[src/verilog/intra4_pkg.sv]
package intra4_pkg;

    // ----------------------------------------------------------------------
    // Pixel and block types
    // ----------------------------------------------------------------------

    typedef logic [7:0] pix_t;

    // Index 0 is the leftmost pixel of the row
    typedef pix_t [3:0] row4_t;

    // Row 0 is the top row
    typedef struct packed {
        row4_t [3:0] row;
    } blk4_t;

    // Neighbors of the 4x4 block, top[0] leftmost, left[0] topmost
    typedef struct packed {
        pix_t       top_left;
        pix_t [3:0] top;
        pix_t       top_right;
        pix_t [3:0] left;
    } nbr_t;

    typedef logic [15:0] lambda_t;

    // 16 * 255^2 still fits in 21 bits
    typedef logic [20:0] sse_t;
    typedef logic [31:0] score_t;

    // ----------------------------------------------------------------------
    // Modes and their header costs
    // ----------------------------------------------------------------------

    typedef enum logic [1:0] {
        MODE_DC = 2'd0,
        MODE_TM = 2'd1,
        MODE_VE = 2'd2,
        MODE_HE = 2'd3
    } i4_mode_e;

    localparam int NUM_MODES = 4;

    localparam logic [11:0] MODE_COST [NUM_MODES] = '{
        12'd40,
        12'd1151,
        12'd1723,
        12'd1874
    };

    // One prediction per mode, indexed by i4_mode_e
    typedef struct packed {
        blk4_t [NUM_MODES-1:0] blk;
    } pred_set_t;

    typedef struct packed {
        blk4_t     src;
        lambda_t   lambda;
        pred_set_t preds;
    } job_t;

    typedef struct packed {
        sse_t [NUM_MODES-1:0] sse;
    } sse_set_t;

endpackage

[src/verilog/intra4_predict.sv]
`timescale 1ns/1ns

module intra4_predict (
    input  logic                clk,
    input  logic                rst_n,
    input  logic                start_i,
    input  intra4_pkg::lambda_t lambda_i,
    input  intra4_pkg::blk4_t   src_i,
    input  intra4_pkg::nbr_t    nbr_i,
    input  logic                done_i,
    output logic                busy_o,
    output intra4_pkg::job_t    job_o,
    output logic                job_valid_o
);
    import intra4_pkg::*;

    logic      busy_q;
    logic      cap_q;
    logic      job_valid_q;
    logic      accept;
    nbr_t      nbr_q;
    blk4_t     src_q;
    lambda_t   lambda_q;
    pred_set_t pred_d;
    pred_set_t pred_q;

    // Extended top row and left column for the 3-tap filters
    pix_t [5:0]  te;
    pix_t [5:0]  le;
    logic [10:0] dc_sum;

    function automatic pix_t avg3(pix_t a, pix_t b, pix_t c);
        logic [9:0] s;
        s = {2'b00, a} + {1'b0, b, 1'b0} + {2'b00, c} + 10'd2;
        return s[9:2];
    endfunction

    function automatic pix_t tm_pix(pix_t l, pix_t t, pix_t tl);
        logic signed [10:0] v;
        v = $signed({3'b000, l}) + $signed({3'b000, t}) - $signed({3'b000, tl});
        if (v < 0)
            return 8'd0;
        if (v > 255)
            return 8'd255;
        return v[7:0];
    endfunction

    assign accept = start_i && !busy_q;

    always_ff @(posedge clk or negedge rst_n) begin
        if (!rst_n) begin
            busy_q      <= 1'b0;
            cap_q       <= 1'b0;
            job_valid_q <= 1'b0;
        end else begin
            cap_q       <= accept;
            job_valid_q <= cap_q;
            if (accept)
                busy_q <= 1'b1;
            else if (done_i)
                busy_q <= 1'b0;
        end
    end

    always_ff @(posedge clk) begin
        if (accept) begin
            nbr_q    <= nbr_i;
            src_q    <= src_i;
            lambda_q <= lambda_i;
        end
        if (cap_q)
            pred_q <= pred_d;
    end

    // ----------------------------------------------------------------------
    // DC, TM, VE and HE predictors
    // ----------------------------------------------------------------------

    always_comb begin
        te = {nbr_q.top_right, nbr_q.top, nbr_q.top_left};
        le = {nbr_q.left[3], nbr_q.left, nbr_q.top_left};
        dc_sum = 11'd4;
        for (int i = 0; i < 4; i++) begin
            dc_sum = dc_sum + nbr_q.top[i] + nbr_q.left[i];
        end
        for (int y = 0; y < 4; y++) begin
            for (int x = 0; x < 4; x++) begin
                pred_d.blk[MODE_DC].row[y][x] = dc_sum[10:3];
                pred_d.blk[MODE_TM].row[y][x] = tm_pix(nbr_q.left[y], nbr_q.top[x],
                                                       nbr_q.top_left);
                pred_d.blk[MODE_VE].row[y][x] = avg3(te[x], te[x+1], te[x+2]);
                pred_d.blk[MODE_HE].row[y][x] = avg3(le[y], le[y+1], le[y+2]);
            end
        end
    end

    assign busy_o       = busy_q;
    assign job_valid_o  = job_valid_q;
    assign job_o.src    = src_q;
    assign job_o.lambda = lambda_q;
    assign job_o.preds  = pred_q;

endmodule

[config.mk]
export PLATFORM = sky130hd
export DESIGN_NAME = intra4_predict
export DESIGN_NICKNAME = d
export VERILOG_FILES = /design/src/verilog/intra4_pkg.sv /design/src/verilog/intra4_predict.sv
export SDC_FILE = /design/constraint.sdc
export NUM_CORES = 1
export LEC_CHECK = 0
export BUFFER_PORTS_ARGS = -buffer_cell sky130_fd_sc_hd__buf_2
export CORE_AREA = 2 2 340 342
export DETAILED_ROUTE_END_ITERATION = 6
export DIE_AREA = 0 0 342 344
export PLACE_DENSITY = 0.46
export SYNTH_ARGS = -nofsm -noshare
export SYNTH_HDL_FRONTEND = slang
export SYNTH_SLANG_ARGS = --single-unit
[constraint.sdc]
create_clock -name clk -period 27.2 [get_ports clk]
set_clock_uncertainty 0.2 [all_clocks]
set_input_delay 4.08 -clock clk [delete_from_list [all_inputs] [get_ports clk]]
set_output_delay 4.08 -clock clk [all_outputs]
set_load 0.01 [all_outputs]
# Word level (Yosys, flattened, before mapping)
# Cells that the tools add are included.
# totals
regBits	427
output_inout_bits	658
# classes
n_addsub	64
magnitude_cmp	32
mux	114
reduce_logical	3
# op_table
op	n
two-way mux 8 bit	64
> comparator 10 x 9 -> 1 bit, second input constant	16
less-than comparator 10 x 1 -> 1 bit, second input constant	16
subtractor 9 x 8 -> 10 bit	16
adder 8 x 8 -> 9 bit	16
adder 10 x 2 -> 10 bit, second input constant	8
adder 10 x 8 -> 10 bit	8
adder 8 x 9 -> 10 bit	8
adder 11 x 8 -> 11 bit	5
two-way mux 1 bit	50
adder 10 x 8 -> 11 bit	1
adder 9 x 8 -> 10 bit	1
adder 3 x 8 -> 9 bit, first input constant	1
nonzero test 2 bit	1
logical AND 1 bit	1
logical NOT 1 bit	1

# Depth between registers and ports, before layout
# depth
word_depth	8
depth_mapped	15
ltp_nobuf	15

# Worst setup path after synthesis
# No wires, ideal clock.
# synth_timing
path_type	input-to-reg
start	input port start_i
end	register cap_q
arrival_ps	13754
path_slack_ps	12099
stages	1
path_cell_list	nor2b_1
# synth_via
elab_chain_cells	1
# synth_lines
element	line	text
start: declaration	intra4_predict.sv:6	input logic start_i,
logical AND 1 bit	intra4_predict.sv:48	assign accept = start_i && !busy_q;
end signal: assignment	intra4_predict.sv:56	cap_q <= accept;
end: declaration	intra4_predict.sv:18	logic cap_q;
# No other way between the ends.
# A chain may end at the register's enable or synchronous reset.

# Worst setup path in the final report
# layout_timing
start	input port start_i
end	register src_q (netlist bit job_o[560]), enable pin
# layout_via
elab_chain_cells	1
# layout_lines
element	line	text
logical AND 1 bit	intra4_predict.sv:48	
net accept	intra4_predict.sv:20	logic accept;
end signal: assignment	intra4_predict.sv:68	src_q <= src_i;
end: declaration	intra4_predict.sv:22	blk4_t src_q;
# The timed path passes the listed nets, and every way through them passes these cells.

==> results.ini <==
[status]
status = completed

[worst_setup_path]
crit_chain = buf_2 -> nor2b_4 -> buf_12 -> buf_4
cp_slowest_cell = buf_4
crit_type = in2reg
max_stage_delay_ns = 0.87
critPathArrivalTime_ns = 6.18
rr_worst_depth = 14
cp_top_family = buffers and inverters
crit_cells = 4
r2r_start = nbr_q[52]
r2r-end = job_o[127]
worstSetupStartpointType = primary input
cp_max_fo = 155
path_buf_inv = 3
crit_end = job_o[560]
reg2reg_slack_ns = 22.09
cp.required_ns = 27.25
startpoint = start_i
critPathCaptureType = register

[global_routing]
grt_pass1_vias = 20000
grt_overflow = 0
met3_usage_pct = 4.61
grt_max_degree = 156
grt_pass1_wl_mm = 152
grt.total_usage_pct = 18.8
grt_util_met1_pct = 21.1
busiest_layer = met2
antenna_found_initial = 38
use_met2_pct = 35.5

[synthesis]
synthesis.nets = 3150
synthMuxAreaShare_pct = 0.575
synth_fa_ha_area_share_pct = 24.3
synthXorXnorAreaFrac_pct = 3.97
ys_ff_latch = 427
avgSynthCellArea_um2 = 11.9
synth_common_cells = 428 x inv_1, 424 x edfxtp_1, 312 x buf_4
synth_top_area_share_pct = 43.1
synth-simple-area-share_pct = 4.90
ys_types = 57
yosys.area.top_type = edfxtp_1
synth_edf_count = 424
async_reset_ff_share_pct = 0.703
syn_inst = 2481
synth.most_common_cell = inv_1
ys_seq_area_share_pct = 43.3
yosys_warnings = 0
synth_top_family_by_area = adder cells
syn_area_um2 = 29600
synth-compound-area-share_pct = 9.52
synth_flop_cell = edfxtp_1
synth.area.top_cells = edfxtp_1 43%, fa_1 15%, ha_1 9.2%

[final_layout]
fin_nets = 3814
nFillCells = 11800
utilization_pct = 31.2
fin_cells = 4715
area_growth_pct = 20.3
drive_gt1_share_pct = 32.8

[routing]
vias_per_cell = 4.29
remaining_drc_errors = 0
drt_wl_total_mm = 113
dr.pass1.iters = 5
ant_nets = 0
vias = 20200
drt_iter0_markers = 930
wl_per_cell_um = 24.0

[pwr]
peakVddDrop_uv = 48.8
p_per_area_nw_per_um2 = 80.1
power.leakage_nw = 16.2

[floorplanning]
die_x_um = 342
initial_core_util_pct = 26.0
die-height_um = 344
ios = 886
rows = 124
core_region_area_um2 = 114000
die_area_um2 = 118000

[placement]
dp.cells = 4601
place_congestion = 0.853
port-buffer-count = 885
dpl.hpwl_mm = 88.4
dpl_worst_slack_ns = 20.52

[clocking]
htree_num_levels = 2
numCtsBuffers = 54
cts_setup_buffers = 0
cts_sinks = 427
cts_resized = 0
hold_buffers = 0
cts_tree = yes
cts_buffer_depth = 3
cts.reportedPaths.clkPinSlew_ns = 0.06
root_buffer = clkbuf_16
clock_latency_ns = 0.65

[timing]
max-slew-margin-rel_pct = 14.6
setup_viol = 0
worst_pin_slew_ns = 1.28
rsz0062_at_grt = no
setup_tns_ns = 0
layout_min_cycle_time_ns = 6.12
final-max-slew-violation-count = 0
post-route-period-util_pct = 22.5
fmax_ghz = 0.163
hold_viol = 0
fin_hold_ws_ns = 0.464
layout_setup_ws_ns = 21.08

[min_path]
worstHoldPathType = reg2reg

[job]
max_cap_violations = 0

==> power by group <==
part	leakage [nW]	internal [mW]	switching, mW
registers	3.99	0.865	0.0732
clock network	0.831	0.396	0.309
logic	11.4	0.478	0.728
total	16.2	1.74	1.11
==> cells in the final DEF, fill, tap and decap left out, types with 17 or more instances in the layout <==
| cell type | n |
|---|---|
| xnor2_1 | 77 |
| nor3_1 | 36 |
| clkbuf_16 | 54 |
| nand2b_1 | 62 |
| nor2_1 | 85 |
| o21ai_0 | 32 |
| mux2i_1 | 17 |
| buf_4 | 35 |
| a21oi_2 | 20 |
| a21oi_1 | 177 |
| buf_2 | 885 |
| edfxtp_1 | 424 |
| fa_1 | 224 |
| ha_1 | 217 |
| a21o_1 | 56 |
| nand2_1 | 51 |
| inv_1 | 428 |
| nor2b_1 | 22 |
| o21a_1 | 20 |
| xor2_1 | 57 |
==> state kept, by name, summed over array words and instances, names as in the netlist <==
signal	count
job_valid_o	1
job_o	328
busy_o	1
le	40
nbr_q	40
lambda_q	16
cap_q	1
==> layer usage <==
| metal | vias to the layer above | part of all wire, % |
|---|---|---|
| met5 | - | 0.030 |
| met2 | 755 | 53 |
| met3 | 139 | 6.6 |
| met1 | 9912 | 38 |
| met4 | 6 | 2.2 |
| li1 | 9411 | - |
==> kinds of logic (layout without fill, tap and decap cells) <==
group                      Yosys count  after routing
buffers and inverters              741           1450
xor gates and xnor gates           134            134
adders and majority gates          441            441
AOI/OAI and AO/OA                  431            431
and+or+nand+nor                    290            290
DFF                                427            427
other                                0             13
muxes                               17             17
==> layout make-up <==
class | count | area, um2 | share of cell area (%)
inverter | 428 | 1610 | 4.52
clock inverter | 37 | 312 | 0.876
antenna | 13 | 32.5 | 0.0915
clock buffer | 64 | 1390 | 3.90
multi-input combinational | 1313 | 12800 | 36.0
tap | 1512 | 1890 | 5.32
sequential | 427 | 12800 | 36.0
timing repair buffer | 921 | 4710 | 13.2
==> through the flow <==
| stage | area, um2 | power [mW] |
|---|---|---|
| after detailed placement | 33800 | 2.18 |
| after floorplan | 29600 | 1.87 |
| after CTS | 35500 | 2.90 |
| final | 35600 | 2.85 |
| after global placement | 33800 | 2.18 |
| after global routing | 35600 | 3.06 |
==> worst register-to-register path, delay by kind of cell, from the launching register on <==
kind	cells	cell delay, ns
buf+inv	4	0.91
compound gates	5	0.83
flops	1	0.52
fa+ha+maj	5	2.39
==> how the worst min path moves through the flow <==
stage          startpoint     end  slack [ns]  cells after the start
2_1_floorplan      busy_o  busy_o        0.32                      1
3_3_place_gp       busy_o  busy_o        0.45                      1
3_5_place_dp       busy_o  busy_o        0.45                      1
4_1_cts            busy_o  busy_o        0.45                      1
5_1_grt            busy_o  busy_o        0.48                      1
6_report           busy_o  busy_o        0.46                      1
(Power assumes the default switching activity.)
