### config.mk
export PLATFORM = sky130hd
export DESIGN_NAME = intra4_sse
export DESIGN_NICKNAME = d
export VERILOG_FILES = /design/src/verilog/intra4_pkg.sv /design/src/verilog/intra4_sse.sv
export SDC_FILE = /design/constraint.sdc
export NUM_CORES = 2
export LEC_CHECK = 0
export BUFFER_PORTS_ARGS = -buffer_cell sky130_fd_sc_hd__buf_2
export CORE_AREA = 2 2 489 491
export CTS_CLUSTER_SIZE = 28
export DETAILED_ROUTE_END_ITERATION = 8
export DIE_AREA = 0 0 491 493
export HOLD_SLACK_MARGIN = 0.15
export SYNTH_ARGS = -nofsm -noshare
export SYNTH_HDL_FRONTEND = slang
export SYNTH_SLANG_ARGS = --single-unit
export TNS_END_PERCENT = 50
### constraint.sdc
create_clock -name clk -period 13.2 [get_ports clk]
set_clock_uncertainty 0.05 [all_clocks]
set_input_delay 3.96 -clock clk [delete_from_list [all_inputs] [get_ports clk]]
set_output_delay 3.96 -clock clk [all_outputs]
set_load 0.1 [all_outputs]
### src/verilog/intra4_pkg.sv
package intra4_pkg;

    // ----------------------------------------------------------------------
    // Pixel and block types
    // ----------------------------------------------------------------------

    typedef logic [7:0] pix_t;

    // Index 0 is the leftmost pixel of the row
    typedef pix_t [3:0] row4_t;

    // Row 0 is the top row
    typedef struct packed {
        row4_t [3:0] row;
    } blk4_t;

    // Neighbors of the 4x4 block, top[0] leftmost, left[0] topmost
    typedef struct packed {
        pix_t       top_left;
        pix_t [3:0] top;
        pix_t       top_right;
        pix_t [3:0] left;
    } nbr_t;

    typedef logic [15:0] lambda_t;

    // 16 * 255^2 still fits in 21 bits
    typedef logic [20:0] sse_t;
    typedef logic [31:0] score_t;

    // ----------------------------------------------------------------------
    // Modes and their header costs
    // ----------------------------------------------------------------------

    typedef enum logic [1:0] {
        MODE_DC = 2'd0,
        MODE_TM = 2'd1,
        MODE_VE = 2'd2,
        MODE_HE = 2'd3
    } i4_mode_e;

    localparam int NUM_MODES = 4;

    localparam logic [11:0] MODE_COST [NUM_MODES] = '{
        12'd40,
        12'd1151,
        12'd1723,
        12'd1874
    };

    // One prediction per mode, indexed by i4_mode_e
    typedef struct packed {
        blk4_t [NUM_MODES-1:0] blk;
    } pred_set_t;

    typedef struct packed {
        blk4_t     src;
        lambda_t   lambda;
        pred_set_t preds;
    } job_t;

    typedef struct packed {
        sse_t [NUM_MODES-1:0] sse;
    } sse_set_t;

endpackage

### src/verilog/intra4_sse.sv
`timescale 1ns/1ns

module intra4_sse (
    input  logic                  clk,
    input  logic                  rst_n,
    input  intra4_pkg::job_t      job_i,
    input  logic                  job_valid_i,
    output intra4_pkg::sse_set_t  sse_o,
    output intra4_pkg::pred_set_t preds_o,
    output intra4_pkg::lambda_t   lambda_o,
    output logic                  sse_valid_o
);
    import intra4_pkg::*;

    typedef enum logic {
        SSE_IDLE,
        SSE_ACC
    } sse_state_e;

    sse_state_e  state_q;
    logic [1:0]  row_q;
    logic        sse_valid_q;
    sse_set_t    acc_q;
    logic [17:0] row_sse [NUM_MODES];

    function automatic logic [15:0] sq_diff(pix_t a, pix_t b);
        logic [15:0] d;
        d = (a > b) ? 16'(a - b) : 16'(b - a);
        return d * d;
    endfunction

    // Squared error of the current row against every prediction
    always_comb begin
        for (int m = 0; m < NUM_MODES; m++) begin
            row_sse[m] = '0;
            for (int x = 0; x < 4; x++) begin
                row_sse[m] = row_sse[m] + sq_diff(job_i.src.row[row_q][x],
                                                  job_i.preds.blk[m].row[row_q][x]);
            end
        end
    end

    always_ff @(posedge clk or negedge rst_n) begin
        if (!rst_n) begin
            state_q     <= SSE_IDLE;
            row_q       <= 2'd0;
            sse_valid_q <= 1'b0;
        end else begin
            sse_valid_q <= 1'b0;
            case (state_q)
                SSE_IDLE: begin
                    if (job_valid_i) begin
                        row_q   <= row_q + 2'd1;
                        state_q <= SSE_ACC;
                    end
                end
                SSE_ACC: begin
                    row_q <= row_q + 2'd1;
                    if (row_q == 2'd3) begin
                        sse_valid_q <= 1'b1;
                        state_q     <= SSE_IDLE;
                    end
                end
                default: state_q <= SSE_IDLE;
            endcase
        end
    end

    // First row overwrites, later rows add
    always_ff @(posedge clk) begin
        for (int m = 0; m < NUM_MODES; m++) begin
            if (state_q == SSE_IDLE && job_valid_i)
                acc_q.sse[m] <= sse_t'(row_sse[m]);
            else if (state_q == SSE_ACC)
                acc_q.sse[m] <= acc_q.sse[m] + sse_t'(row_sse[m]);
        end
    end

    assign sse_o       = acc_q;
    assign sse_valid_o = sse_valid_q;
    assign preds_o     = job_i.preds;
    assign lambda_o    = job_i.lambda;

endmodule

**After elaboration in Yosys (flattened, before gate mapping)**

Cells that the tools add are included.

- Bits in registers: 88
- Bits of input ports: 659
- Output and inout bits: 613
- Word-level logic and storage cells: 139

- Add/subtract/negate cells: 49
- Multipliers: 16
- $lt $le $gt $ge: 17
- Equal/unequal tests: 2
- Multiplexer cells: 41
- Bitwise operators: 1
- Reductions and logical operators: 2

Operators with widths:

| cell | number |
|---|---|
| 32-bit binary-select mux with 2-bit select | 5 |
| 8-bit by 8-bit subtractor with 9-bit output | 32 |
| 16-bit by 16-bit multiplier with 16-bit output | 16 |
| 16-bit 2-to-1 mux | 16 |
| 32-bit 2-to-1 mux | 5 |
| 18-bit 2-to-1 mux | 8 |
| 8-bit > comparator | 16 |
| 21-bit by 18-bit adder with 21-bit output | 4 |
| 17-bit by 16-bit adder with 18-bit output | 4 |
| 18-bit by 16-bit adder with 18-bit output | 4 |
| 16-bit by 16-bit adder with 17-bit output | 4 |
| 1-bit 2-to-1 mux | 4 |
| 2-bit case mux with 2 select lines | 1 |
| 2-bit by 3-bit < comparator with 1-bit output (second input constant) | 1 |
| 2-bit by 1-bit adder with 2-bit output (second input constant) | 1 |
| 2-bit equality test (second input constant) | 1 |
| 2-bit 2-to-1 mux | 1 |
| 2-bit inequality test (second input constant) | 1 |
| 1-bit case mux with 2 select lines | 1 |
| 2-bit nonzero test | 1 |
| 1-bit logical AND | 1 |
| 1-bit inverter | 1 |

**Logic depth before layout (Yosys ltp)**

- Word-level depth: 11
- Depth in mapped cells: 57
- Depth with buffers taken out: 54

**Worst setup path after synthesis**

Ideal clock, no wire load.

- Kind: input to register
- From: input port job_i[645] in the netlist's numbering
- To: register acc_q (netlist bit sse_o[17]), data pin
- Setup time: 268 ps
- Data arrival time: 14690 ps
- Required time: 12882 ps
- Slack: -1808 ps
- Stages on the path: 46
- Path buffers: 2
- Cells stage by stage: mux4_2 -> ha_1 -> buf_2 -> nand4_1 -> or2_2 -> and3_1 -> o211ai_1 -> nand3_1 -> clkbuf_1 -> o311ai_0 -> nand3_1 -> nor2_1 -> inv_1 -> fa_1 -> inv_1 -> fa_1 -> fa_1 -> inv_1 -> [10 not listed] -> o21ba_2 -> xnor2_1 -> fa_1 -> inv_1 -> fa_1 -> inv_1 -> ha_1 -> or3_1 -> o21ai_0 -> a21oi_1 -> xor2_1 -> ha_1 -> or2_2 -> or3_1 -> a31oi_1 -> xnor2_1 -> nor2_1 -> a31oi_1

- Cells in the longest elaborated chain, start to end: 10
- Elaborated cells on any way between the ends: 12
- Those cells by class: 5 x add/sub; 1 x mul; 1 x order compare; 5 x mux

Ends and longest elaborated chain:

| element | RTL line | RTL |
|---|---|---|
| start, declared | intra4_sse.sv:6 | `input intra4_pkg::job_t job_i,` |
| 32-bit binary-select mux with 2-bit select * | intra4_sse.sv:37 | `row_sse[m] = row_sse[m] + sq_diff(job_i.src.row[row_q][x],` |
| 32-bit 2-to-1 mux * | n/a |  |
| 8-bit by 8-bit subtractor with 9-bit output or 8-bit > comparator (tied branches) | intra4_sse.sv:28 | `d = (a > b) ? 16'(a - b) : 16'(b - a);` |
| 16-bit 2-to-1 mux * | intra4_sse.sv:28 |  |
| 16-bit by 16-bit multiplier with 16-bit output * | intra4_sse.sv:29 | `return d * d;` |
| 17-bit by 16-bit adder with 18-bit output * | intra4_sse.sv:37 |  |
| 18-bit by 16-bit adder with 18-bit output * | intra4_sse.sv:37 |  |
| 21-bit by 18-bit adder with 21-bit output | intra4_sse.sv:75 | `acc_q.sse[m] <= acc_q.sse[m] + sse_t'(row_sse[m]);` |
| 18-bit 2-to-1 mux | intra4_sse.sv:74 | `else if (state_q == SSE_ACC)` |
| 18-bit 2-to-1 mux * | intra4_sse.sv:72 | `if (state_q == SSE_IDLE && job_valid_i)` |
| end, declared | intra4_sse.sv:23 | `sse_set_t acc_q;` |

Every way passes the cells marked *; elsewhere a longest branch is shown, timed or not. The select of a mux whose other input is x is not followed.
A chain may end at the register's enable or synchronous reset.

**Final worst setup path**

- From: input port job_i[569] in the netlist's numbering
- To: register acc_q (netlist bit sse_o[38]), data pin

- Cells in the longest elaborated chain, start to end: 11
- Elaborated cells on any way between the ends: 13
- Those cells by class: 6 x add/sub; 1 x mul; 1 x order compare; 5 x mux

Ends and longest elaborated chain:

| element | RTL line |
|---|---|
| 32-bit binary-select mux with 2-bit select * | intra4_sse.sv:37 |
| 32-bit 2-to-1 mux (implied by the code) * | intra4_sse.sv:37 |
| 8-bit by 8-bit subtractor with 9-bit output or 8-bit > comparator (tied branches) | intra4_sse.sv:28 |
| 16-bit 2-to-1 mux * | intra4_sse.sv:28 |
| 16-bit by 16-bit multiplier with 16-bit output * | intra4_sse.sv:29 |
| 16-bit by 16-bit adder with 17-bit output * | intra4_sse.sv:37 |
| 17-bit by 16-bit adder with 18-bit output * | intra4_sse.sv:37 |
| 18-bit by 16-bit adder with 18-bit output * | intra4_sse.sv:37 |
| 21-bit by 18-bit adder with 21-bit output | intra4_sse.sv:75 |
| 18-bit 2-to-1 mux | intra4_sse.sv:74 |
| 18-bit 2-to-1 mux * | intra4_sse.sv:72 |

Marked as above.

==> load_flow_metrics.sql <==
INSERT INTO impl_metrics (metric_group, metric, value, unit) VALUES
('final_layout', 'synthesis_to_layout_area_growth', '41.4', '%'),
('placed_design', 'dp_hpwl', '345000', 'µm'),
('final_layout', 'number_of_non_filler_instances_in_the_completed_layout', '15300', ''),
('drt', 'drt_pass1_iterations', '5', ''),
('sta', 'hold_slack', '0.434', 'ns'),
('global_route', 'pin_count_of_the_biggest_net_entering_global_routing', '64', ''),
('floorplanning', 'initial_core_util', '32.9', '%'),
('drt', 'avgViaCountPerCell', '4.74', ''),
('clock_network', 'post_cts_hold_buffer_count', '0', ''),
('floorplanning', 'die-height', '493', 'µm'),
('sta', 'setup_tns', '-34.29', 'ns'),
('logic_synthesis', 'yosys_register_bits', '88', ''),
('floorplanning', 'fp.dieW', '491', 'µm'),
('global_route', 'grt_use_total', '30.8', '%'),
('final_layout', 'final_layout_size_suffix_gt1_share', '42.2', '%'),
('critical_path', 'path_class', 'in2reg', ''),
('critical_path', 'max_stage_delay', '0.51', 'ns'),
('sta', 'timing_hold_violations_final', '0', ''),
('clock_network', 'clk_latency', '0.45', 'ns'),
('clock_network', 'cts.clk_slew.worst_paths', '0.09', 'ns'),
('clock_network', 'cts_sinks', '88', ''),
('global_route', 'globalRouteOverflowTotal', '0', ''),
('critical_path', 'cpMostUsedCell', 'fa_1', ''),
('sta', 'setup_viol', '43', ''),
('placed_design', 'dp_cells', '14900', ''),
('drt', 'vias', '72300', ''),
('final_layout', 'layout.nets', '14900', ''),
('sta', 'setup_repair_after_global_routing_missed_its_margin', 'yes', ''),
('sta', 'slew_viol_final', '0', ''),
('logic_synthesis', 'yosys_warn_count', '0', ''),
('sta', 'max_slew.worst_pin.slew', '1.12', 'ns'),
('sta', 'final_critical_path_setup_slack', '-1.19', 'ns'),
('status', 'violations', 'setup timing', ''),
('logic_synthesis', 'synth_ff_type', 'edfxtp_1', ''),
('status', 'run_status', 'complete, but fails checks', ''),
('floorplanning', 'fp-row-count', '179', ''),
('logic_synthesis', 'syn_nets', '11800', ''),
('drt', 'drtIter0Drc', '4412', ''),
('clock_network', 'max-clock-path-buffers', '2', ''),
('clock_network', 'cts_bufs_inserted', '9', ''),
('critical_path', 'cp_slowest_cell', 'fa_1', ''),
('drt', 'postRouteAntennaNets', '0', ''),
('final_layout', 'finish.utilization', '46.5', '%'),
('placed_design', 'gp_routability_congestion', '1.09', ''),
('critical_path', 'worst_ep_arrival_time', '14.54', 'ns'),
('clock_network', 'cts.root.buffer_cell', 'clkbuf_16', ''),
('min_path', 'hp-class', 'reg2reg', ''),
('global_route', 'grt_antenna_before_repair', '201', ''),
('logic_synthesis', 'synth_edf_count', '72', ''),
('sta', 'fmaxAchievable', '0.0695', 'GHz'),
('global_route', 'number_of_global_route_vias_before_repair', '73400', ''),
('drt', 'postRouteWirelength', '380000', 'µm'),
('placed_design', 'port_buffers', '1239', ''),
('global_route', 'grt_pass1_wl', '528000', 'µm'),
('critical_path', 'endpoint_kind', 'flop', ''),
('critical_path', 'timing.critical_path.from_type', 'primary input', ''),
('logic_synthesis', 'synth.avg_cell_area', '8.81', 'µm²'),
('clock_network', 'cts_htree_levels', '3', ''),
('logic_synthesis', 'synthesis.instances', '8849', ''),
('sta', 'slew_headroom', '25.4', '%'),
('drt', 'avgRoutedWirePerCell', '24.9', 'µm'),
('floorplanning', 'floorplan.die_area', '242000', 'µm²'),
('floorplanning', 'design.core.area', '237000', 'µm²'),
('logic_synthesis', 'synthArstFlopShare', '4.55', '%'),
('logic_synthesis', 'yosysSeqAreaShare', '3.21', '%'),
('drt', 'route.detailed.drc', '0', ''),
('sta', 'layout_min_cycle_time', '14.39', 'ns'),
('logic_synthesis', 'synthDistinctLibCells', '82', ''),
('critical_path', 'timing.critical_path.required', '13.35', 'ns'),
('sta', 'period_share', '109', '%'),
('floorplanning', 'floorplan.io_pins', '1272', ''),
('logic_synthesis', 'synthesis.area', '78000', 'µm²'),
('job', 'maxCapViolCount', '0', ''),
('critical_path', 'worst-path-max-fanout', '6', ''),
('clock_network', 'tritoncts', 'built', '');
-- worst paths after layout --
kind                            start         to  slack, ns  cells past startpoint
max                        job_i[569]  sse_o[38]      -1.19                     48
min                         sse_o[41]  sse_o[41]       0.43                      1
min in group asynchronous       rst_n   row_q[0]       3.27                      1
min reg2reg                 sse_o[41]  sse_o[41]       0.43                      1
max in group asynchronous       rst_n   row_q[1]       9.65                      1
max reg2reg                  row_q[0]  sse_o[38]       1.04                     48
-- synthesized netlist by cell type (14+ instances only) --
| master | count | share of area [%] |
|---|---|---|
| edfxtp_1 | 72 | 2.8 |
| and3_1 | 14 | 0.11 |
| a21oi_1 | 344 | 2.2 |
| mux4_2 | 160 | 4.6 |
| nand4_1 | 35 | 0.28 |
| a21boi_0 | 25 | 0.24 |
| clkbuf_1 | 105 | 0.51 |
| nor2b_1 | 70 | 0.56 |
| o211ai_1 | 29 | 0.28 |
| buf_1 | 16 | 0.077 |
| a31oi_1 | 14 | 0.11 |
| fa_1 | 1196 | 31 |
| or2_2 | 198 | 1.6 |
| o41ai_1 | 21 | 0.24 |
| xor2_1 | 154 | 1.7 |
| a21o_1 | 139 | 1.3 |
| xnor2_1 | 548 | 6.2 |
| nand2b_1 | 115 | 0.92 |
| o31ai_1 | 16 | 0.15 |
| nor2_1 | 583 | 2.8 |
| o22ai_1 | 18 | 0.14 |
| a211oi_1 | 21 | 0.20 |
| ha_1 | 1109 | 18 |
| buf_4 | 530 | 5.1 |
| o21bai_1 | 86 | 0.83 |
| mux2i_1 | 86 | 1.1 |
| nand3_1 | 57 | 0.37 |
| o21a_1 | 32 | 0.31 |
| inv_1 | 2322 | 11 |
| and2_1 | 22 | 0.18 |
| nor3_1 | 93 | 0.60 |
| nand2_1 | 235 | 1.1 |
| o21ai_0 | 194 | 1.2 |
| buf_2 | 16 | 0.10 |
| or3_1 | 20 | 0.16 |
-- flip-flops by register name (all words and copies together) (netlist names) --
register / cells
sse_o: 84
row_q: 2
sse_valid_o: 1
state_q: 1
-- metal layers --
metal	vias up	wire [µm]	share of wire [%]	global-route usage (%)
met1	36000	170000	45	42.2
met4	32	13500	3.5	9.32
met2	2490	164000	43	46.9
met5	-	512	0.13	2.70
li1	33300	-	-	-
met3	459	32300	8.5	8.48
-- cell usage in the layout, fill, tap and decap left out, types with 84 or more instances in the layout --
cell type,count
a21o_1,138
nand2_1,222
a21oi_1,253
ha_1,947
buf_2,1216
nor3_1,84
xnor2_2,110
nand2b_1,100
inv_2,100
diode_2,109
mux4_2,160
inv_1,2214
xor2_1,133
or2_2,150
ha_4,137
buf_6,87
xnor2_1,425
nor2_1,518
fa_1,1162
o21ai_0,115
buf_4,2418
-- metrics by stage --
stage | setup WS, ns | cell area (µm²)
after floorplan | -0.993 | 79200
after global placement | -1.92 | 103000
after detailed placement | -2.03 | 103000
after CTS | -1.01 | 108000
after global routing | -1.57 | 110000
final | -1.19 | 110000
-- timing repair --
item	in CTS	in global routing
gates cloned	4	3
setup buffers	160	78
pin swaps	332	275
resized for setup	692	347
endpoints found under the setup margin	48	52
-- cell type report --
type,instances,area [µm²]
Fill cell,23100,127000
Multi-Input combinational cell,5772,68000
Timing Repair Buffer,3787,26500
Inverter,2322,8740
Tap cell,3167,3960
Sequential cell,88,2510
Antenna cell,109,273
Clock buffer,10,239
Clock inverter,6,50.0
-- worst max-delay path: cells and delay by family --
family	cells	cell delay [ns]
adders and majority gates	12	4.84
AOI/OAI and AO/OA	9	1.82
and+or+nand+nor	4	0.52
xor gates and xnor gates	5	0.85
muxes	3	0.94
buffers and inverters	15	1.56
-- logic make-up (layout without fill, tap and decap cells) --
kind of cell	count (synthesis)	in the layout	share of synthesized area, %
simple gates	1466	1466	8.95
compound gates	1032	1032	8.37
flops	88	88	3.21
mux	256	256	5.87
fa+ha+maj	2305	2305	48.5
other cells	0	109	0
buf+inv	2990	6125	17.0
xor+xnor	712	713	8.10
Power is not shown: default switching activity piles up to over one toggle a cycle in this logic, so the estimate is an artifact.
