### src/verilog/intra4_pkg.sv
package intra4_pkg;

    // ----------------------------------------------------------------------
    // Pixel and block types
    // ----------------------------------------------------------------------

    typedef logic [7:0] pix_t;

    // Index 0 is the leftmost pixel of the row
    typedef pix_t [3:0] row4_t;

    // Row 0 is the top row
    typedef struct packed {
        row4_t [3:0] row;
    } blk4_t;

    // Neighbors of the 4x4 block, top[0] leftmost, left[0] topmost
    typedef struct packed {
        pix_t       top_left;
        pix_t [3:0] top;
        pix_t       top_right;
        pix_t [3:0] left;
    } nbr_t;

    typedef logic [15:0] lambda_t;

    // 16 * 255^2 still fits in 21 bits
    typedef logic [20:0] sse_t;
    typedef logic [31:0] score_t;

    // ----------------------------------------------------------------------
    // Modes and their header costs
    // ----------------------------------------------------------------------

    typedef enum logic [1:0] {
        MODE_DC = 2'd0,
        MODE_TM = 2'd1,
        MODE_VE = 2'd2,
        MODE_HE = 2'd3
    } i4_mode_e;

    localparam int NUM_MODES = 4;

    localparam logic [11:0] MODE_COST [NUM_MODES] = '{
        12'd40,
        12'd1151,
        12'd1723,
        12'd1874
    };

    // One prediction per mode, indexed by i4_mode_e
    typedef struct packed {
        blk4_t [NUM_MODES-1:0] blk;
    } pred_set_t;

    typedef struct packed {
        blk4_t     src;
        lambda_t   lambda;
        pred_set_t preds;
    } job_t;

    typedef struct packed {
        sse_t [NUM_MODES-1:0] sse;
    } sse_set_t;

endpackage

### src/verilog/intra4_mode_select.sv
`timescale 1ns/1ns

module intra4_mode_select (
    input  logic                  clk,
    input  logic                  rst_n,
    input  intra4_pkg::sse_set_t  sse_i,
    input  intra4_pkg::pred_set_t preds_i,
    input  intra4_pkg::lambda_t   lambda_i,
    input  logic                  sse_valid_i,
    output intra4_pkg::i4_mode_e  mode_o,
    output intra4_pkg::blk4_t     pred_o,
    output intra4_pkg::score_t    score_o,
    output logic                  done_o
);
    import intra4_pkg::*;

    score_t   score [NUM_MODES];
    score_t   best_score;
    i4_mode_e best;

    // ----------------------------------------------------------------------
    // Rate-distortion score and minimum search
    // ----------------------------------------------------------------------

    always_comb begin
        for (int m = 0; m < NUM_MODES; m++) begin
            score[m] = (score_t'(sse_i.sse[m]) << 8)
                     + score_t'(MODE_COST[m]) * score_t'(lambda_i);
        end
        best       = MODE_DC;
        best_score = score[0];
        // Strict compare keeps the lower mode on a tie
        for (int m = 1; m < NUM_MODES; m++) begin
            if (score[m] < best_score) begin
                best       = i4_mode_e'(m);
                best_score = score[m];
            end
        end
    end

    always_ff @(posedge clk or negedge rst_n) begin
        if (!rst_n) begin
            mode_o  <= MODE_DC;
            pred_o  <= '0;
            score_o <= '0;
            done_o  <= 1'b0;
        end else begin
            done_o <= sse_valid_i;
            if (sse_valid_i) begin
                mode_o  <= best;
                pred_o  <= preds_i.blk[best];
                score_o <= best_score;
            end
        end
    end

endmodule

### config.mk
export PLATFORM = sky130hd
export DESIGN_NAME = intra4_mode_select
export DESIGN_NICKNAME = d
export VERILOG_FILES = /design/src/verilog/intra4_pkg.sv /design/src/verilog/intra4_mode_select.sv
export SDC_FILE = /design/constraint.sdc
export NUM_CORES = 1
export LEC_CHECK = 0
export ABC_AREA = 1
export BUFFER_PORTS_ARGS = -buffer_cell sky130_fd_sc_hd__buf_2
export CAP_MARGIN = 0
export CORE_AREA = 2 2 299 301
export DETAILED_ROUTE_END_ITERATION = 16
export DIE_AREA = 0 0 301 303
export SLEW_MARGIN = 20
export SYNTH_ARGS = -nofsm -noshare
export SYNTH_HDL_FRONTEND = slang
export SYNTH_SLANG_ARGS = --single-unit
### constraint.sdc
create_clock -name clk -period 1.11 [get_ports clk]
set_input_delay 0.111 -clock clk [delete_from_list [all_inputs] [get_ports clk]]
set_output_delay 0.111 -clock clk [all_outputs]
set_load 0.1 [all_outputs]
**Word level (Yosys, flattened, before mapping)**

Index checks and enable logic that the tools add are counted.

- Divide/modulo/power cells: 0
- Reduce and logical (&&, ||, !) cells: 0
- Shift-type cells: 0
- Bitwise logic cells: 0
- Muxes and demuxes: 8
- $add $sub $neg: 4
- $mul: 4
- Order comparisons: 4
- Eq/ne operators: 0

Operators by type and width:

| operator | number |
|---|---|
| $bmux W128 S2 | 1 |
| $mux W128 | 1 |
| $mux W32 | 3 |
| $add A29 B27 Y30 | 3 |
| $lt A30 B32 Y1 | 2 |
| $mul A11 B16 Y27 const A | 2 |
| $add A29 B22 Y30 | 1 |
| $lt A30 B30 Y1 | 1 |
| $mul A10 B16 Y26 const A | 1 |
| $mul A3 B16 Y19 const A | 1 |
| $mux W2 | 2 |
| $lt A2 B3 Y1 const B | 1 |
| $mux W1 | 1 |

- Memory bits (read-only): 0
- RAM bits: 0
- Bits in latches: 0
- Input bits: 615
- Bits in registers: 163
- Output and inout bits: 163
- Memories: 0

**Depth between registers and ports, before layout**

- Depth after elaboration: 10
- Gate-level depth with buffers: 74

**Worst setup path after synthesis**

OpenSTA, ideal clock, no wires.

- Path type: input to register
- From: input port lambda_i[5]
- To: register pred_o[10] (netlist bit)
- Required time: 0.990 ns
- Cell stages on the path: 62
- Slack: -9.502 ns
- Arrival time: 10.492 ns
- Path through: inv_1 > fa_1 > xnor2_1 > ha_1 > o21bai_1 > fa_1 > fa_1 > inv_1 > fa_1 > inv_1 > ha_1 > inv_1 > nor3_1 > nand2_1 > o211ai_1 > a21oi_1 > o21bai_1 > nand2_1 > [26 not listed] > nand2_2 > clkbuf_1 > clkbuf_1 > nand2_1 > o21ai_0 > ha_1 > a21oi_1 > nor2_1 > a211oi_1 > nor2_1 > a2111oi_0 > clkbuf_1 > clkbuf_1 > nand3b_1 > nand3_1 > nand2_1 > nand2_1 > nand2_1

- Cells in the longest elaborated chain, start to end: 10
- Elaborated cells on any way between the ends: 18
- Those cells by class: 4 x add/sub; 4 x mul; 3 x order compare; 7 x mux

Ends and longest elaborated chain:

| item | line | text |
|---|---|---|
| start: declaration | intra4_mode_select.sv:8 | `input intra4_pkg::lambda_t lambda_i,` |
| $mul A11 B16 Y27 or $mul A3 B16 Y19 (tied branches) | intra4_mode_select.sv:28 | `+ score_t'(MODE_COST[m]) * score_t'(lambda_i);` |
| $add A29 B27 Y30 or $add A29 B22 Y30 (tied branches) | intra4_mode_select.sv:28 |  |
| $lt A30 B30 Y1 | intra4_mode_select.sv:34 | `if (score[m] < best_score) begin` |
| $mux W32 | intra4_mode_select.sv:34 |  |
| $lt A30 B32 Y1 | intra4_mode_select.sv:34 |  |
| $mux W32 | intra4_mode_select.sv:34 |  |
| $lt A30 B32 Y1 | intra4_mode_select.sv:34 |  |
| $mux W2 * | intra4_mode_select.sv:34 |  |
| $bmux W128 S2 * | intra4_mode_select.sv:51 | `pred_o <= preds_i.blk[best];` |
| $mux W128 (not written as such) * | intra4_mode_select.sv:51 |  |
| end signal: assignment | intra4_mode_select.sv:51 |  |
| end: declaration | intra4_mode_select.sv:11 | `output intra4_pkg::blk4_t pred_o,` |

Every way passes the cells marked *; elsewhere a longest branch is shown, timed or not. The select of a mux whose other input is x is not followed.
A chain may end at the register's enable or synchronous reset.

**Final worst setup path**

- From: input port lambda_i[8]
- To: register pred_o[7] (netlist bit)

The elaborated chain is that of the path after synthesis.

==> report_table.html <==
<table>
<tr><th>Metric</th><th>Value</th></tr>
<tr><th colspan="2">Cells and area</th></tr>
<tr><td>Number of nets at the end of the flow</td><td>6,561</td></tr>
<tr><td>Register area</td><td>4030 um2</td></tr>
<tr><td>Combined area of the multi-input logic cells</td><td>21,500 um2</td></tr>
<tr><td>Final core utilization</td><td>50.7%</td></tr>
<tr><td>Layout overhead on the synthesized area</td><td>64.0%</td></tr>
<tr><td>Fraction of layout instances using a drive strength above 1</td><td>35.8%</td></tr>
<tr><td>Fillcell total</td><td>8,481</td></tr>
<tr><th colspan="2">Logic synthesis</th></tr>
<tr><td>Adder and majority gate portion of the synthesized area</td><td>32.3%</td></tr>
<tr><td>Synth Instances</td><td>3,930</td></tr>
<tr><td>Most used flip-flop cell after synthesis</td><td>sky130_fd_sc_hd__dfrtp_1</td></tr>
<tr><td>Simple-gate share of the synthesized area</td><td>28.7%</td></tr>
<tr><td>Cell type with the highest aggregate area in the netlist</td><td>sky130_fd_sc_hd__ha_1</td></tr>
<tr><td>Part of the Yosys area used for sequential elements</td><td>14.8%</td></tr>
<tr><td>XOR/XNOR share of the synthesized area</td><td>4.06%</td></tr>
<tr><td>Fraction of the mapped netlist area in compound gates</td><td>7.48%</td></tr>
<tr><td>EDFF count, synth</td><td>0</td></tr>
<tr><td>Average instance area after synthesis</td><td>6.92 um2</td></tr>
<tr><td>Dominant combinational cell family by area after synthesis</td><td>adder cells</td></tr>
<tr><td>Area contributors post-synth</td><td>sky130_fd_sc_hd__ha_1 16%, sky130_fd_sc_hd__fa_1 16%, sky130_fd_sc_hd__dfrtp_1 15%</td></tr>
<tr><td>Synth Register Bits</td><td>161</td></tr>
<tr><td>Number of warnings reported in the yosys synthesis log</td><td>0</td></tr>
<tr><td>Multiplexer share of the synthesized area</td><td>0%</td></tr>
<tr><td>Count leader, synth</td><td>sky130_fd_sc_hd__nand2_1</td></tr>
<tr><td>Most numerous cell types in the synthesized netlist</td><td>1,053 x sky130_fd_sc_hd__nand2_1, 708 x sky130_fd_sc_hd__inv_1, 353 x sky130_fd_sc_hd__ha_1, 304 x sky130_fd_sc_hd__nor2_1, 296 x sky130_fd_sc_hd__nand3_1</td></tr>
<tr><td>Cell area after technology mapping</td><td>27,200 um2</td></tr>
<tr><td>Proportion of netlist area held by the largest area contributor</td><td>16.2%</td></tr>
<tr><td>Post-synth ARST share</td><td>100%</td></tr>
<tr><td>Distinct cell type count after synthesis</td><td>41</td></tr>
<tr><th colspan="2">Setup path</th></tr>
<tr><td>Critical path start-end classification</td><td>in -&gt; reg</td></tr>
<tr><td>RR Endpoint</td><td>score_o[0]</td></tr>
<tr><td>Maximum fanout count along the critical path</td><td>11</td></tr>
<tr><td>Most Frequent Cell on Critical Path</td><td>sky130_fd_sc_hd__nand2_1</td></tr>
<tr><td>Critical-path top delay cell</td><td>sky130_fd_sc_hd__fa_1</td></tr>
<tr><td>Capture point of the worst path</td><td>pred_o[7]</td></tr>
<tr><td>Reg2reg start</td><td>score_o[0]</td></tr>
<tr><td>Nature of the critical path startpoint</td><td>primary input</td></tr>
<tr><td>Largest stage delay on the critical path</td><td>0.54 ns</td></tr>
<tr><td>Flop-to-flop setup slack</td><td>0.24 ns</td></tr>
<tr><td>Data arrival time of the critical path</td><td>10.31 ns</td></tr>
<tr><td>Worst EP required</td><td>1.46 ns</td></tr>
<tr><td>Length in cells of the worst reg-to-reg path</td><td>1</td></tr>
<tr><td>Setup crit start</td><td>lambda_i[8]</td></tr>
<tr><td>Critical Path End Type</td><td>flip-flop</td></tr>
<tr><th colspan="2">STA</th></tr>
<tr><td>Headroom to the max-slew limit</td><td>30.3%</td></tr>
<tr><td>Max Slew Vio Count</td><td>0</td></tr>
<tr><td>Max frequency</td><td>100 MHz</td></tr>
<tr><td>RSZ-0062 raised after global routing</td><td>yes</td></tr>
<tr><td>Worst Setup Slack, final</td><td>-8.85 ns</td></tr>
<tr><td>Final worst path period share</td><td>897%</td></tr>
<tr><td>Fin Clk Skew</td><td>0 ns</td></tr>
<tr><td>Total of endpoints with negative setup slack in the final report</td><td>321</td></tr>
<tr><td>Number of endpoints with negative hold slack in the final report</td><td>0</td></tr>
<tr><td>Final worst path period need</td><td>9.96 ns</td></tr>
<tr><td>Final-layout worst hold slack</td><td>0.0102 ns</td></tr>
<tr><td>Transition at the pin with the smallest max-transition slack</td><td>1.05 ns</td></tr>
<tr><th colspan="2">Clocking</th></tr>
<tr><td>H-Tree Level Count</td><td>4</td></tr>
<tr><td>TritonCTS clock tree</td><td>yes</td></tr>
<tr><td>Library cell used as clock root buffer</td><td>sky130_fd_sc_hd__clkbuf_16</td></tr>
<tr><td>Max Buffers Root-to-Sink</td><td>2</td></tr>
<tr><td>Worst skew pair latency</td><td>0.48 ns</td></tr>
<tr><td>Clock-pin slew reported for the worst setup and hold paths after clock tree synthesis</td><td>0.10 ns</td></tr>
<tr><td>Number of sinks on the clock net</td><td>161</td></tr>
<tr><td>Clock buffers created by TritonCTS</td><td>17</td></tr>
<tr><th colspan="2">Status</th></tr>
<tr><td>Violated checks</td><td>negative setup slack</td></tr>
<tr><td>Status</td><td>finished with violations</td></tr>
<tr><th colspan="2">Global routing</th></tr>
<tr><td>Pin count of the biggest net entering global routing</td><td>78</td></tr>
<tr><td>Global router's overall resource usage</td><td>32.4%</td></tr>
<tr><td>Number of antenna violations at the first check in global routing</td><td>97</td></tr>
<tr><td>First-pass GRT wire length</td><td>212 mm</td></tr>
<tr><td>Vias in the first global route</td><td>31,800</td></tr>
<tr><td>Global route overflow</td><td>0</td></tr>
<tr><th colspan="2">Floorplanning</th></tr>
<tr><td>Effective utilization at floorplan</td><td>30.9%</td></tr>
<tr><td>Die height</td><td>303 um</td></tr>
<tr><td>Row Count</td><td>109</td></tr>
<tr><td>Area of the die</td><td>91,200 um2</td></tr>
<tr><td>Boundary Pins</td><td>778</td></tr>
<tr><td>Area of the placeable core</td><td>88,000 um2</td></tr>
<tr><td>DIE WIDTH</td><td>301 um</td></tr>
<tr><th colspan="2">Placed design</th></tr>
<tr><td>DP HPWL</td><td>126 mm</td></tr>
<tr><td>Placer congestion estimate</td><td>1.02</td></tr>
<tr><td>Input/output buffers</td><td>775</td></tr>
<tr><th colspan="2">Routing</th></tr>
<tr><td>Number of detailed-route iterations in the first pass</td><td>6</td></tr>
<tr><td>DRC violations left</td><td>0</td></tr>
<tr><td>Initial DRC Count</td><td>2,727</td></tr>
<tr><td>Routed len/inst</td><td>23.4 um</td></tr>
<tr><td>DR vias</td><td>32,700</td></tr>
<tr><td>Post-detailed-routing wire length</td><td>155 mm</td></tr>
<tr><td>Via-to-Cell Ratio</td><td>4.95</td></tr>
<tr><td>Antenna Nets Post-Route</td><td>0</td></tr>
<tr><th colspan="2">Hold path</th></tr>
<tr><td>Hold crit path type</td><td>in -&gt; reg</td></tr>
<tr><th colspan="2">Flow run</th></tr>
<tr><td>Max-cap check violation count</td><td>0</td></tr>
</table>
==> logic make-up after synthesis <==
logic type | after synthesis
simple gates | 1826
buf+inv | 880
fa+ha+maj | 571
compound gates | 365
flops | 161
xor+xnor | 126
other cells | 1
==> repair_timing <==
item                       4_1_cts  5_1_grt
hold buffers                    25        0
pin swaps                       51      146
gates resized for setup        248      281
hold endpoints to repair       184        0
setup endpoints to repair      321      321
cloned                          31       15
buffers inserted                52       25
==> state kept, by name, summed over array words and instances, names as in the netlist <==
name     flops
done_o       1
mode_o       2
pred_o     128
score_o     30
==> through the flow <==
stage / instances / cell area (um2) / worst slack [ns] / TNS (ns)
global route: 6592 / 44600 / -9.38 / -1507.29
global placement: 6384 / 40000 / -9.53 / -1507.28
floorplan: 3931 / 27500 / -8.33 / -1326.66
CTS: 6522 / 43100 / -8.72 / -1400.45
finish: 6609 / 44600 / -8.85 / -1419.61
detailed placement: 6384 / 40000 / -9.68 / -1532.42
==> layout by cell type (no fill, tap or decap), types with 15 or more instances in the layout <==
cell	Yosys	final
sky130_fd_sc_hd__nand3b_1	119	119
sky130_fd_sc_hd__nor2_4	0	31
sky130_fd_sc_hd__clkbuf_16	0	31
sky130_fd_sc_hd__diode_2	0	56
sky130_fd_sc_hd__inv_1	708	695
sky130_fd_sc_hd__nor2_2	0	54
sky130_fd_sc_hd__xor2_1	86	85
sky130_fd_sc_hd__buf_12	0	221
sky130_fd_sc_hd__dlygate4sd3_1	0	25
sky130_fd_sc_hd__o21ai_2	0	17
sky130_fd_sc_hd__buf_4	5	655
sky130_fd_sc_hd__xnor2_1	40	40
sky130_fd_sc_hd__nand2_1	1053	979
sky130_fd_sc_hd__nand4_1	25	25
sky130_fd_sc_hd__a21o_1	17	17
sky130_fd_sc_hd__a21oi_1	182	157
sky130_fd_sc_hd__nand3_1	296	259
sky130_fd_sc_hd__o21ai_0	100	45
sky130_fd_sc_hd__o21ai_1	6	33
sky130_fd_sc_hd__ha_4	0	20
sky130_fd_sc_hd__buf_8	0	15
sky130_fd_sc_hd__buf_16	0	22
sky130_fd_sc_hd__nand2_4	0	18
sky130_fd_sc_hd__nor2_1	304	219
sky130_fd_sc_hd__fa_1	218	216
sky130_fd_sc_hd__buf_2	40	606
sky130_fd_sc_hd__nand3_2	2	36
sky130_fd_sc_hd__ha_1	353	329
sky130_fd_sc_hd__a21oi_2	0	20
sky130_fd_sc_hd__nand2_2	4	55
sky130_fd_sc_hd__buf_6	9	29
sky130_fd_sc_hd__dfrtp_1	161	160
==> worst min-delay path by stage <==
| stage | slack [ns] | startpoint | depth (start not counted) | to |
|---|---|---|---|---|
| floorplan | -0.18 | rst_n | 0 | done_o |
| global placement | 0.07 | rst_n | 1 | pred_o[8] |
| detailed placement | 0.08 | rst_n | 1 | pred_o[8] |
| CTS | 0.0001 | preds_i[170] | 7 | pred_o[42] |
| global route | 0.01 | preds_i[170] | 7 | pred_o[42] |
| finish | 0.01 | preds_i[170] | 7 | pred_o[42] |
==> metal layers <==
| metal | part of all wire, % | routed length [um] | GRT usage, % | vias to the layer above |
|---|---|---|---|---|
| li1 | - | - | - | 15200 |
| met1 | 38 | 59400 | 39.4 | 15500 |
| met2 | 44 | 68000 | 50.9 | 1513 |
| met3 | 10 | 15400 | 9.28 | 424 |
| met4 | 7.6 | 11800 | 19.8 | 48 |
| met5 | 0.20 | 304 | 0 | - |
==> layout make-up <==
class                           count  share of cell area, %
Multi-Input combinational cell   2893                   48.1
Antenna cell                       56                  0.314
Clock buffer                       17                  0.954
Timing Repair Buffer             1590                   31.9
Tap cell                         1165                   3.27
Sequential cell                   161                   9.04
Inverter                          712                   6.02
Clock inverter                     15                  0.435
==> critical path: cells and delay by family <==
family	cells	cell delay, ns
adder cells (fa/ha/maj)	9	3.56
AO/OA/AOI/OAI	18	2.88
buffers and inverters	16	1.89
AND/OR/NAND/NOR	21	1.72
XOR/XNOR	1	0.18
Power is not shown: default switching activity piles up to over one toggle a cycle in this logic, so the estimate is an artifact.
